### src/design/st_glue_consts.svh
/*
 * st glue constants
 * address map prefixes, io register windows and autovector numbers
 */
`ifndef ST_GLUE_CONSTS_SVH
`define ST_GLUE_CONSTS_SVH

// dtack timeout, counted in cpu slots
`define ST_DTACK_TIMEOUT   3'd7

// rom and cartridge windows, compared against the top address bits
`define ST_TOS256_PREFIX   6'b111000   // a23..a18, $e00000-$e3ffff
`define ST_TOS192_A_PREFIX 7'b1111110  // a23..a17, $fc0000-$fdffff
`define ST_TOS192_B_PREFIX 8'b11111110 // a23..a16, $fe0000-$feffff
`define ST_CART_PREFIX     7'b1111101  // a23..a17, $fa0000-$fbffff

// io page and interrupt acknowledge space
`define ST_IO_PREFIX       8'hff       // a23..a16
`define ST_IACK_PREFIX     20'hfffff   // a23..a4

// io register windows inside $ffxxxx, base and size in bytes
`define ST_MMU_BASE        16'h8000
`define ST_MMU_SIZE        16'd2
`define ST_VREG_BASE       16'h8200
`define ST_VREG_SIZE       16'd128
`define ST_DMA_BASE        16'h8600
`define ST_DMA_SIZE        16'd16
`define ST_PSG_BASE        16'h8800
`define ST_PSG_SIZE        16'd256
`define ST_MFP_BASE        16'hfa00
`define ST_MFP_SIZE        16'd64
`define ST_ACIA_BASE       16'hfc00
`define ST_ACIA_SIZE       16'd256

// vectors supplied for the autovector levels
`define ST_VEC_VBI         8'h1c       // level 4
`define ST_VEC_HBI         8'h1a       // level 2

`endif

### src/design/st_glue_pkg.sv
/*
 * st glue shared types
 * bus phase slots, ram size codes, interrupt levels and the cpu word address
 */
`default_nettype none

package st_glue_pkg;

	// one ram slot per clk_8, four slots per cpu bus cycle
	typedef enum logic [1:0] {
		PH_VIDEO = 2'd0, // shifter fetch
		PH_CPU   = 2'd1, // cpu owns ram and io
		PH_IO    = 2'd2,
		PH_SPARE = 2'd3
	} bus_phase_t;

	// st ram size as set by the io controller
	typedef enum logic [2:0] {
		MEM_512K = 3'd0,
		MEM_1M   = 3'd1,
		MEM_2M   = 3'd2,
		MEM_4M   = 3'd3,
		MEM_8M   = 3'd4,
		MEM_14M  = 3'd5
	} mem_size_t;

	// 68000 ipl levels used on the st, also a3..a1 of an iack cycle
	typedef enum logic [2:0] {
		IRQ_HBI = 3'd2,
		IRQ_VBI = 3'd4,
		IRQ_MFP = 3'd6
	} irq_level_t;

	typedef logic [23:1] word_addr_t; // a23..a1, no a0 on the 68000

endpackage

`default_nettype wire

### src/design/st_ram_arbiter.sv
/*
 * st ram arbiter
 * four-phase slot sequencer sharing one ram between shifter and cpu,
 * with the registered cpu address strobe
 */
`default_nettype none

module st_ram_arbiter (
	input  wire logic                   clk_8,
	input  wire logic                   pll_locked,
	input  wire st_glue_pkg::word_addr_t cpu_addr,
	input  wire logic                   cpu_as_n,
	input  wire logic                   cpu_uds_n,
	input  wire logic                   cpu_lds_n,
	input  wire logic                   cpu_rw,
	input  wire logic                   bus_req,
	input  wire st_glue_pkg::word_addr_t video_addr,
	input  wire logic                   video_read,
	input  wire logic                   cpu2mem,
	input  wire logic                   cpu2ram_wr,
	output st_glue_pkg::bus_phase_t     bus_phase,
	output logic                        addr_strobe,
	output st_glue_pkg::word_addr_t     ram_addr,
	output logic                        ram_oe_n,
	output logic                        ram_we_n,
	output logic                        ram_uds_n,
	output logic                        ram_lds_n
);

	// slot counter and strobe, strobe sampled in the video slot
	always_ff @(posedge clk_8 or negedge pll_locked) begin
		if (!pll_locked) begin
			bus_phase <= st_glue_pkg::PH_VIDEO;
			addr_strobe <= 1'b0;
		end else begin
			bus_phase <= st_glue_pkg::bus_phase_t'(bus_phase + 2'd1); // wraps after spare
			// bus request holds the cpu off the ram
			addr_strobe <= (bus_phase == st_glue_pkg::PH_VIDEO) && !cpu_as_n && !bus_req;
		end
	end

	// ram port mux
	always_comb begin
		ram_addr = cpu_addr;
		ram_oe_n = 1'b1;
		ram_we_n = 1'b1;
		ram_uds_n = cpu_uds_n;
		ram_lds_n = cpu_lds_n;
		case (bus_phase)
			st_glue_pkg::PH_VIDEO: begin
				ram_addr = video_addr;
				ram_oe_n = !video_read; // shifter reads whole words
				ram_uds_n = 1'b0;
				ram_lds_n = 1'b0;
			end
			st_glue_pkg::PH_CPU: begin
				ram_oe_n = !(addr_strobe && cpu_rw && cpu2mem); // ram and rom reads
				ram_we_n = !(addr_strobe && cpu2ram_wr); // size-limited writes only
			end
			default: ;
		endcase
	end

	// a cpu write always follows the video slot that sampled its strobe
	a_we_in_cpu_slot: assert property (@(posedge clk_8) disable iff (!pll_locked)
		!ram_we_n |-> (bus_phase == st_glue_pkg::PH_CPU) &&
			($past(bus_phase) == st_glue_pkg::PH_VIDEO) && $past(!cpu_as_n));

endmodule

`default_nettype wire

### src/design/st_addr_decode.sv
/*
 * st address decoder
 * ram, rom and cartridge windows, ram size write limit,
 * io chip selects and interrupt acknowledge cycles
 */
`default_nettype none

`include "st_glue_consts.svh"

module st_addr_decode (
	input  wire st_glue_pkg::word_addr_t cpu_addr,
	input  wire logic                   cpu_rw,
	input  wire st_glue_pkg::mem_size_t  mem_cfg,
	input  wire logic                   addr_strobe,
	input  wire st_glue_pkg::bus_phase_t bus_phase,
	output logic                        cpu2mem,
	output logic                        cpu2ram_wr,
	output logic                        mmu_sel,
	output logic                        vreg_sel,
	output logic                        dma_sel,
	output logic                        psg_sel,
	output logic                        mfp_sel,
	output logic                        acia_sel,
	output logic                        io_ack,
	output logic                        iack_hit,
	output st_glue_pkg::irq_level_t     iack_level
);

	logic        ram_any;   // anywhere below $e00000
	logic        ram_wr_ok; // inside the installed ram
	logic        rom_hit;
	logic        cart_hit;
	logic        io_page;
	logic        cpu_cycle;
	logic [15:0] io_off;

	// window match inside the io page, size is a power of two
	function automatic logic io_hit(input logic [15:0] off, input logic [15:0] base,
		input logic [15:0] size);
		return (off & ~(size - 16'd1)) == base;
	endfunction

	assign ram_any = (cpu_addr[23:21] != 3'b111); // 14mb max
	assign rom_hit = (cpu_addr[23:18] == `ST_TOS256_PREFIX) ||
		(cpu_addr[23:17] == `ST_TOS192_A_PREFIX) ||
		(cpu_addr[23:16] == `ST_TOS192_B_PREFIX);
	assign cart_hit = (cpu_addr[23:17] == `ST_CART_PREFIX);

	// writes only land in ram that is really there
	always_comb begin
		case (mem_cfg)
			st_glue_pkg::MEM_14M: ram_wr_ok = ram_any;
			st_glue_pkg::MEM_8M:  ram_wr_ok = !cpu_addr[23];
			default:              ram_wr_ok = (cpu_addr[23:22] == 2'b00); // 4mb mirror
		endcase
	end

	// reads see the full 14mb, rom and cartridge are read only
	assign cpu2mem = ram_any || (cpu_rw && (rom_hit || cart_hit));
	assign cpu2ram_wr = !cpu_rw && ram_wr_ok;

	assign cpu_cycle = (bus_phase == st_glue_pkg::PH_CPU) && addr_strobe;
	assign io_page = cpu_cycle && (cpu_addr[23:16] == `ST_IO_PREFIX);
	assign io_off = {cpu_addr[15:1], 1'b0};

	assign mmu_sel  = io_page && io_hit(io_off, `ST_MMU_BASE, `ST_MMU_SIZE);
	assign vreg_sel = io_page && io_hit(io_off, `ST_VREG_BASE, `ST_VREG_SIZE);
	assign dma_sel  = io_page && io_hit(io_off, `ST_DMA_BASE, `ST_DMA_SIZE);
	assign psg_sel  = io_page && io_hit(io_off, `ST_PSG_BASE, `ST_PSG_SIZE);
	assign mfp_sel  = io_page && io_hit(io_off, `ST_MFP_BASE, `ST_MFP_SIZE);
	assign acia_sel = io_page && io_hit(io_off, `ST_ACIA_BASE, `ST_ACIA_SIZE);

	// iack cycles put the level on a3..a1
	assign iack_hit = cpu_cycle && (cpu_addr[23:4] == `ST_IACK_PREFIX);
	assign iack_level = st_glue_pkg::irq_level_t'(cpu_addr[3:1]);

	assign io_ack = mmu_sel || vreg_sel || dma_sel || psg_sel || mfp_sel || acia_sel ||
		iack_hit; // every iack answered, vector or not

	// checked as the strobe drops, on the values of the slot it covered
	a_one_select: assert property (@(negedge addr_strobe)
		$onehot0({mmu_sel, vreg_sel, dma_sel, psg_sel, mfp_sel, acia_sel}));

endmodule

`default_nettype wire

### src/design/st_bus_ctrl.sv
/*
 * st bus control
 * dtack generation, bus error after a dtack timeout,
 * cpu read data select between ram and io
 */
`default_nettype none

`include "st_glue_consts.svh"

module st_bus_ctrl (
	input  wire logic                   clk_8,
	input  wire logic                   pll_locked,
	input  wire st_glue_pkg::bus_phase_t bus_phase,
	input  wire logic                   cpu_as_n,
	input  wire logic                   cpu_clr_berr,
	input  wire logic                   bus_req,
	input  wire logic                   addr_strobe,
	input  wire logic                   cpu2mem,
	input  wire logic                   io_ack,
	input  wire logic [15:0]            io_rdata,
	input  wire logic [15:0]            ram_rdata,
	input  wire logic [7:0]             auto_vector,
	output logic                        cpu_dtack_n,
	output logic                        cpu_berr,
	output logic [15:0]                 cpu_rdata
);

	logic [2:0] dtack_timeout; // cpu slots without dtack
	logic       cpu_slot;

	assign cpu_slot = (bus_phase == st_glue_pkg::PH_CPU);

	// bus request is the only wait source so the cpu just sees no dtack
	assign cpu_dtack_n = !(((cpu2mem && addr_strobe) || io_ack) && !bus_req);

	always_ff @(posedge clk_8 or negedge pll_locked) begin
		if (!pll_locked) begin
			dtack_timeout <= 3'd0;
		end else if (cpu_slot) begin
			if (dtack_timeout != `ST_DTACK_TIMEOUT) begin
				if (cpu_as_n || !cpu_dtack_n || bus_req)
					dtack_timeout <= 3'd0; // cycle ended or waiting on purpose
				else
					dtack_timeout <= dtack_timeout + 3'd1;
			end else if (cpu_clr_berr) begin
				dtack_timeout <= 3'd0; // cpu took the exception
			end
		end
	end

	assign cpu_berr = (dtack_timeout == `ST_DTACK_TIMEOUT);

	// rom reads come from the ram port too
	// autovector rides in the low byte of the io bus
	assign cpu_rdata = cpu2mem ? ram_rdata : (io_rdata | {8'h00, auto_vector});

	a_no_dtack_on_br: assert property (@(posedge clk_8) disable iff (!pll_locked)
		bus_req |-> cpu_dtack_n);

endmodule

`default_nettype wire

### src/design/st_irq_ctrl.sv
/*
 * st interrupt control
 * vbi/hbi edge latches, ipl priority encoding,
 * autovectors for levels 4 and 2, mfp acknowledge for level 6
 */
`default_nettype none

`include "st_glue_consts.svh"

module st_irq_ctrl (
	input  wire logic                   clk_8,
	input  wire logic                   pll_locked,
	input  wire logic                   vsync,
	input  wire logic                   hsync,
	input  wire logic                   mfp_irq,
	input  wire logic                   iack_hit,
	input  wire st_glue_pkg::irq_level_t iack_level,
	output logic [2:0]                  cpu_ipl_n,
	output logic                        mfp_iack,
	output logic [7:0]                  auto_vector
);

	// bit 1 vbi, bit 0 hbi
	logic [1:0] sync_1;
	logic [1:0] sync_2;
	logic [1:0] sync_d; // edge history
	logic [1:0] rise;
	logic [1:0] ack;
	logic [1:0] pend;

	assign rise = sync_2 & ~sync_d;
	assign ack[1] = iack_hit && (iack_level == st_glue_pkg::IRQ_VBI);
	assign ack[0] = iack_hit && (iack_level == st_glue_pkg::IRQ_HBI);

	always_ff @(posedge clk_8 or negedge pll_locked) begin
		if (!pll_locked) begin
			sync_1 <= 2'b00;
			sync_2 <= 2'b00;
			sync_d <= 2'b00;
			pend <= 2'b00;
		end else begin
			sync_1 <= {vsync, hsync}; // async video timing
			sync_2 <= sync_1;
			sync_d <= sync_2;
			pend <= (pend & ~ack) | rise; // new edge wins over ack
		end
	end

	// ipl0 tied high on the st so only even levels
	always_ff @(posedge clk_8 or negedge pll_locked) begin
		if (!pll_locked) begin
			cpu_ipl_n <= 3'b111;
		end else begin
			if (mfp_irq)
				cpu_ipl_n <= ~st_glue_pkg::IRQ_MFP;
			else if (pend[1])
				cpu_ipl_n <= ~st_glue_pkg::IRQ_VBI;
			else if (pend[0])
				cpu_ipl_n <= ~st_glue_pkg::IRQ_HBI;
			else
				cpu_ipl_n <= 3'b111;
		end
	end

	// mfp places its own vector
	assign mfp_iack = iack_hit && (iack_level == st_glue_pkg::IRQ_MFP);

	always_comb begin
		auto_vector = 8'h00;
		if (ack[1])
			auto_vector = `ST_VEC_VBI;
		else if (ack[0])
			auto_vector = `ST_VEC_HBI;
	end

	a_ipl0_high: assert property (@(posedge clk_8) disable iff (!pll_locked)
		cpu_ipl_n[0]);

endmodule

`default_nettype wire

### src/design/st_glue_top.sv
/*
 * st glue top
 * bus sequencer, address decoder, interrupt and bus control
 * around the shared ram and the outside peripherals
 */
`default_nettype none

module st_glue_top (
	input  wire logic                   clk_8,
	input  wire logic                   pll_locked,
	input  wire st_glue_pkg::word_addr_t cpu_addr,
	input  wire logic                   cpu_as_n,
	input  wire logic                   cpu_uds_n,
	input  wire logic                   cpu_lds_n,
	input  wire logic                   cpu_rw,
	input  wire logic                   cpu_clr_berr,
	input  wire logic                   bus_req,
	input  wire st_glue_pkg::word_addr_t video_addr,
	input  wire logic                   video_read,
	input  wire st_glue_pkg::mem_size_t  mem_cfg,
	input  wire logic                   vsync,
	input  wire logic                   hsync,
	input  wire logic                   mfp_irq,
	input  wire logic [15:0]            io_rdata,  // ored peripheral data
	input  wire logic [15:0]            ram_rdata,
	output st_glue_pkg::bus_phase_t     bus_phase,
	output st_glue_pkg::word_addr_t     ram_addr,
	output logic                        ram_oe_n,
	output logic                        ram_we_n,
	output logic                        ram_uds_n,
	output logic                        ram_lds_n,
	output logic                        mmu_sel,
	output logic                        vreg_sel,
	output logic                        dma_sel,
	output logic                        psg_sel,
	output logic                        mfp_sel,
	output logic                        acia_sel,
	output logic                        mfp_iack,
	output logic [2:0]                  cpu_ipl_n,
	output logic                        cpu_dtack_n,
	output logic                        cpu_berr,
	output logic [15:0]                 cpu_rdata
);

	wire                     addr_strobe; // high for the cpu slot
	wire                     cpu2mem;
	wire                     cpu2ram_wr;
	wire                     io_ack;
	wire                     iack_hit;
	wire st_glue_pkg::irq_level_t iack_level;
	wire [7:0]               auto_vector;

	st_ram_arbiter st_ram_arbiter_inst (
		.clk_8       (clk_8),
		.pll_locked  (pll_locked),
		.cpu_addr    (cpu_addr),
		.cpu_as_n    (cpu_as_n),
		.cpu_uds_n   (cpu_uds_n),
		.cpu_lds_n   (cpu_lds_n),
		.cpu_rw      (cpu_rw),
		.bus_req     (bus_req),
		.video_addr  (video_addr),
		.video_read  (video_read),
		.cpu2mem     (cpu2mem),
		.cpu2ram_wr  (cpu2ram_wr),
		.bus_phase   (bus_phase),
		.addr_strobe (addr_strobe),
		.ram_addr    (ram_addr),
		.ram_oe_n    (ram_oe_n),
		.ram_we_n    (ram_we_n),
		.ram_uds_n   (ram_uds_n),
		.ram_lds_n   (ram_lds_n)
	);

	st_addr_decode st_addr_decode_inst (
		.cpu_addr    (cpu_addr),
		.cpu_rw      (cpu_rw),
		.mem_cfg     (mem_cfg),
		.addr_strobe (addr_strobe),
		.bus_phase   (bus_phase),
		.cpu2mem     (cpu2mem),
		.cpu2ram_wr  (cpu2ram_wr),
		.mmu_sel     (mmu_sel),
		.vreg_sel    (vreg_sel),
		.dma_sel     (dma_sel),
		.psg_sel     (psg_sel),
		.mfp_sel     (mfp_sel),
		.acia_sel    (acia_sel),
		.io_ack      (io_ack),
		.iack_hit    (iack_hit),
		.iack_level  (iack_level)
	);

	st_irq_ctrl st_irq_ctrl_inst (
		.clk_8       (clk_8),
		.pll_locked  (pll_locked),
		.vsync       (vsync),
		.hsync       (hsync),
		.mfp_irq     (mfp_irq),
		.iack_hit    (iack_hit),
		.iack_level  (iack_level),
		.cpu_ipl_n   (cpu_ipl_n),
		.mfp_iack    (mfp_iack),
		.auto_vector (auto_vector)
	);

	st_bus_ctrl st_bus_ctrl_inst (
		.clk_8        (clk_8),
		.pll_locked   (pll_locked),
		.bus_phase    (bus_phase),
		.cpu_as_n     (cpu_as_n),
		.cpu_clr_berr (cpu_clr_berr),
		.bus_req      (bus_req),
		.addr_strobe  (addr_strobe),
		.cpu2mem      (cpu2mem),
		.io_ack       (io_ack),
		.io_rdata     (io_rdata),
		.ram_rdata    (ram_rdata),
		.auto_vector  (auto_vector),
		.cpu_dtack_n  (cpu_dtack_n),
		.cpu_berr     (cpu_berr),
		.cpu_rdata    (cpu_rdata)
	);

endmodule

`default_nettype wire

### config.mk
export PLATFORM = sky130hd
export DESIGN_NAME = st_glue_top
export DESIGN_NICKNAME = d
export VERILOG_FILES = /design/src/design/st_glue_pkg.sv /design/src/design/st_ram_arbiter.sv /design/src/design/st_addr_decode.sv /design/src/design/st_bus_ctrl.sv /design/src/design/st_irq_ctrl.sv /design/src/design/st_glue_top.sv
export VERILOG_INCLUDE_DIRS = /design/src /design/src/design
export SDC_FILE = /design/constraint.sdc
export NUM_CORES = 1
export LEC_CHECK = 0
export BUFFER_PORTS_ARGS = -buffer_cell sky130_fd_sc_hd__buf_2
export CORE_MARGIN = 4
export CORE_UTILIZATION = 40
export DETAILED_ROUTE_END_ITERATION = 10
export PLACE_DENSITY = 0.86
export SYNTH_ARGS = -nofsm -noshare
export SYNTH_HDL_FRONTEND = slang
export SYNTH_HIERARCHICAL = 1
export SYNTH_SLANG_ARGS = --single-unit
### constraint.sdc
create_clock -name clk_8 -period 3.19 [get_ports clk_8]
set_input_delay 0.319 -clock clk_8 [delete_from_list [all_inputs] [get_ports clk_8]]
set_output_delay 0.319 -clock clk_8 [all_outputs]
set_load 0.02 [all_outputs]
# Word level (Yosys, flattened, before mapping)
# Cells that the tools add are included.
[totals]
wordCells = 98
inputBits = 93
reg_bits = 17
[classes]
n_eq_ne = 21
bitwise = 6
reduce_logical = 46
n_addsub = 2
n_mux = 15
[ops]
columns = ["op", "count"]
rows = [
  ["$eq 8x8->1 const B", 4],
  ["$mux 23", 1],
  ["$logic_and 1x1->1", 21],
  ["$eq 20x20->1 const B", 1],
  ["$mux 16", 1],
  ["$or 16x5->16", 1],
  ["$eq 15x15->1 const B", 1],
  ["$eq 3x3->1 const B", 5],
  ["$mux 3", 5],
  ["$eq 7x7->1 const B", 2],
  ["$logic_or 1x1->1", 13],
  ["$eq 12x12->1 const B", 1],
  ["$eq 10x10->1 const B", 1],
  ["$mux 5", 2],
  ["$eq 9x9->1 const B", 1],
  ["$logic_not 1->1", 8],
  ["$eq 6x6->1 const B", 1],
  ["$ne 3x3->1 const B", 2],
  ["$and 2x2->2", 2],
  ["$logic_not 2->1", 2],
  ["$not 2->2", 2],
  ["$pmux 1 s2", 2],
  ["$add 3x1->3 const B", 1],
  ["$eq 3x2->1 const B", 1],
  ["7 further kinds", 9],
]

# Longest topological paths before layout
[logic_depth]
word_depth = 16
mapped_depth = 9

# By module
# The synthesis kept the hierarchy.
[by_module_without_submodules]
columns = ["module", "cells_each", "seq_area_each_um2", "instances", "area_per_inst_um2"]
rows = [
  ["st_ram_arbiter", 40, 75.1, 1, 520.5],
  ["st_bus_ctrl", 50, 75.1, 1, 392.9],
  ["st_irq_ctrl", 30, 252.7, 1, 384.1],
  ["st_addr_decode", 49, 0.0, 1, 312.8],
]

# Worst setup path after synthesis
# No wires, ideal clock.
[synth_path]
kind = "flip-flop to output port"
startpoint = "register st_ram_arbiter_inst.bus_phase[1]"
endpoint = "output port cpu_rdata[4]"
path_stages_with_launch = 9
setup_slack_ns = 0.785
t_required_ns = 2.871
arrival_ns = 2.086
cell_sequence = "dfrtp_1 nand4b_1 or3_4 nor2_1 and4bb_2 or2_1 buf_4 nor2_1 o21ai_0"
[synth_via]
elab_chain_cells = 8
[synth_rtl]
columns = ["item", "line_no", "source"]
rows = [
  ["start, declared", "st_ram_arbiter.sv:21", "output st_glue_pkg::bus_phase_t bus_phase,"],
  ["start signal, assigned", "st_ram_arbiter.sv:33", "bus_phase <= st_glue_pkg::PH_VIDEO;"],
  ["start signal, assigned", "st_ram_arbiter.sv:36", "bus_phase <= st_glue_pkg::bus_phase_t'(bus_phase + 2'd1);"],
  ["$eq 2x1->1 (*)", "st_addr_decode.sv:62", "assign cpu_cycle = (bus_phase == st_glue_pkg::PH_CPU) && addr_strobe;"],
  ["$logic_and 1x1->1 (*)", "st_addr_decode.sv:62", ""],
  ["$logic_and 1x1->1 (*)", "st_addr_decode.sv:74", "assign iack_hit = cpu_cycle && (cpu_addr[23:4] == `ST_IACK_PREFIX);"],
  ["via iack_hit", "st_glue_top.sv:49", "wire iack_hit;"],
  ["$logic_and 1x1->1", "st_irq_ctrl.sv:33", "assign ack[0] = iack_hit && (iack_level == st_glue_pkg::IRQ_HBI);"],
  ["$mux 5", "st_irq_ctrl.sv:72", "else if (ack[0])"],
  ["$mux 5 (*)", "st_irq_ctrl.sv:70", "if (ack[1])"],
  ["via auto_vector[4]", "st_glue_top.sv:51", "wire [7:0] auto_vector;"],
  ["$or 16x5->16 (*)", "st_bus_ctrl.sv:55", "assign cpu_rdata = cpu2mem ? ram_rdata : (io_rdata | {8'h00, auto_vector});"],
  ["$mux 16 (*)", "st_bus_ctrl.sv:55", ""],
  ["end, declared", "st_glue_top.sv:42", "output logic [15:0] cpu_rdata"],
]
# The timed path passes the listed nets; every way through them passes the cells marked *.

# Final worst setup path
[layout_path]
startpoint = "register st_ram_arbiter_inst.bus_phase[1]"
endpoint = "output port cpu_rdata[4]"
[layout_via]
elab_chain_cells = 8
[layout_rtl]
columns = ["item", "line_no"]
rows = [
  ["$eq 2x1->1 (*)", "st_addr_decode.sv:62"],
  ["$logic_and 1x1->1 (*)", "st_addr_decode.sv:62"],
  ["$logic_and 1x1->1 (*)", "st_addr_decode.sv:74"],
  ["via iack_hit", "st_glue_top.sv:49"],
  ["$logic_and 1x1->1", "st_irq_ctrl.sv:33"],
  ["$mux 5", "st_irq_ctrl.sv:72"],
  ["$mux 5 (*)", "st_irq_ctrl.sv:70"],
  ["$or 16x5->16 (*)", "st_bus_ctrl.sv:55"],
  ["$mux 16 (*)", "st_bus_ctrl.sv:55"],
]
# Marks and branches as above.

==> run summary <==
clk_skew -> 0.001400 ns
maximum vdd drop -> 0.0002575 V
Top FF cell, synth -> dfrtp_1
Critical Path RT -> 2.87 ns
Final period util -> 78.90%
DR DRC count -> 0
Top Ports -> 150
vias in the first global route -> 1695
CP Capture Type -> primary output
cell count after synthesis -> 169
first-pass GRT wire length -> 7465 um
register area share after synthesis -> 25.02%
post-route ant nets -> 0
# Max-Cap Violations -> 0
dpl hpwl -> 4295 um
Post-CTS Repair Setup Buffers -> 0
wire per inst -> 13.67 um
Gates resized, CTS repair -> 0
final setup TNS -> 0 ns
Fin. Hold Viols -> 0
clock root buffer -> clkbuf_8
clk sinks -> 16
Avg Inst Size Synth -> 9.528 sq um
Clock transition at path regs -> 0.06 ns
gpl congestion -> 0.7758
Netlist Area Pre-Place -> 0.001610 sq mm
leakage power -> 1.263 nW
final net count -> 409
Unique masters post-synth -> 45
DRC marker count from the first detailed-route iteration -> 54
Data arrival, critical path -> 2.20 ns
routed wire length -> 4907 um
CTS Buf Count -> 3
port bufs -> 148
PwrDens -> 254.0 mW/mm^2
worst slew pin tran -> 0.9551 ns
via count -> 1743
largest net degree at the start of global routing -> 27
antenna violations before repair -> 0
die area -> 0.005105 sq mm
GRT overflow -> 0
crit path launch type -> flip-flop
post-synthesis async set-or-reset flop share -> 100.0%
TritonCTS clock tree -> done
# setup viols final -> 0
die span in x -> 71.45 um
critical path class -> flip-flop to primary output
Slew Limit Headroom -> 36.33%
core footprint -> 0.003771 sq mm
Via density -> 4.855
Max Slew Vio Count -> 0
die height -> 71.45 um
fmax -> 397.3 MHz
layout cells sized above 1 -> 63.67%
H-tree Lvls -> 1
Post-synth EDFFs -> 0
area delta synth->final -> 46.39%
RSZ-0062 raised after global routing -> no
diodes inserted -> 0
Pre-Repair DR Iteration Count -> 4
clock buffer depth -> 2
Synth Register Bits -> 16
crit-path max FO -> 5
status -> completed
Initial Util -> 42.70%
type of the tightest min-delay check -> primary input to flip-flop
Global Route Usage Sum -> 17.61%
number of synthesis warnings -> 6
Final Util -> 62.51%
clk_lat worst skew -> 0.24 ns
Tmin final -> 2.517 ns
num rows -> 22
[path summary, 6_finish.rpt]
path | start | to | slack, ns | cells past startpoint
worst max-delay path | st_ram_arbiter_inst/bus_phase[1] | cpu_rdata[4] | 0.67 | 8
worst min-delay path | hsync | st_irq_ctrl_inst/sync_1[0] | 0.18 | 1
worst max register to register | st_ram_arbiter_inst/bus_phase[1] | st_bus_ctrl_inst/dtack_timeout[0] | 1.39 | 6
worst min register to register | st_irq_ctrl_inst/sync_1[0] | st_irq_ctrl_inst/sync_2[0] | 0.35 | 0
max in group asynchronous | pll_locked | st_irq_ctrl_inst/cpu_ipl_n[2] | 2.37 | 2
min in group asynchronous | pll_locked | st_ram_arbiter_inst/bus_phase[1] | 0.52 | 2
[where the power goes]
group / internal (mW) / switching, mW
clock: 0.109 / 0.0644
combinational: 0.101 / 0.111
sequential: 0.210 / 0.00299
[flip-flops by register name (all words and copies together), names as in the netlist]
name and cells:
st_bus_ctrl_inst/dtack_timeout 3, st_irq_ctrl_inst/cpu_ipl_n 2, st_irq_ctrl_inst/pend 2, st_irq_ctrl_inst/sync_1 2, st_irq_ctrl_inst/sync_2 2, st_irq_ctrl_inst/sync_d 2, st_ram_arbiter_inst/bus_phase 2, st_ram_arbiter_inst/addr_strobe 1
[placed cells by master, fill, tap and decap left out, drive strengths merged]
master and count:
ha 4, nor2 13, nor4b 1, and4bb 2
nand3 6, nor2b 5, a21oi 2, nor4 1
nand2b 3, nand2 15, o2111a 1, a221oi 1
mux2i 1, or3 2, nor3 6, and4 1
and3 2, buf 149, a22o 2, mux2 32
nand4 3, o21ai 12, and4b 1, or2 3
a221o 1, dlygate4sd3 1, a21o 1, nand4b 1
dfrtp 14, conb 5, dfstp 2, clkbuf 4
o22ai 2, nor3b 3, inv 8, a31oi 1
[layout make-up]
type                    count  area (sq um)
flip-flops and latches     16         402.9
inverters                   8         30.03
multi-input cells         133          1051
fillers                   348          1414
repair buffers            150         758.2
clock buffers               4         55.05
well taps                  48         60.06
[cell families after synthesis]
logic type               count (synthesis)  share of synthesized area [%]
multiplexers                            33                          26.96
AND/OR/NAND/NOR                         68                          24.86
AO/OA/AOI/OAI                           23                          9.169
adder cells (fa/ha/maj)                  4                          3.108
flip-flops                              16                          25.02
other                                    2                         0.4664
buffers and inverters                   23                          10.41
[per-stage QoR]
step	setup WS (ns)	area [sq um]	power, mW	hold WS [ns]	instances
after floorplan	0.7854	1622	0.3303	0.02341	172
after global placement	0.8206	2292	0.4232	0.2371	354
after detailed placement	0.7982	2292	0.4295	0.2463	354
after CTS	0.6566	2357	0.6049	0.1741	359
after global routing	0.4908	2357	0.6313	0.1748	359
final	0.6730	2357	0.5989	0.1778	359
[synthesized netlist by cell type (4+ instances only)]
library cell / instances / area, sq um
nor3_1: 5 / 25.02
inv_1: 8 / 30.03
dfrtp_1: 14 / 350.3
mux2_4: 17 / 255.2
buf_4: 9 / 67.56
nor2_1: 13 / 48.80
ha_1: 4 / 50.05
nand2_1: 15 / 56.30
nand3_1: 6 / 30.03
o21ai_0: 11 / 55.05
buf_6: 4 / 45.04
nor2b_1: 5 / 31.28
mux2_2: 15 / 168.9
[routing by layer]
layer  up-vias  GRT usage, %  wire, um
li1        876             -         -
met1       789         18.20      1776
met2        74         35.82      2665
met3         4         3.787       449
met4         0         3.132        17
met5         -             0         0
[timing repair]
action	CTS	global route
endpoints found under the hold margin	14	0
hold buffers	1	0
setup endpoints to repair	0	0
[critical path: stages, from the launching register on]
cell      delay [ns]
dfrtp_1         0.40
nand4b_1        0.18
or3_4           0.37
nor2_1          0.17
and4bb_2        0.29
or2_1           0.13
nor2_1          0.04
o21ai_0         0.16
buf_2           0.21
(Power assumes the default switching activity.)
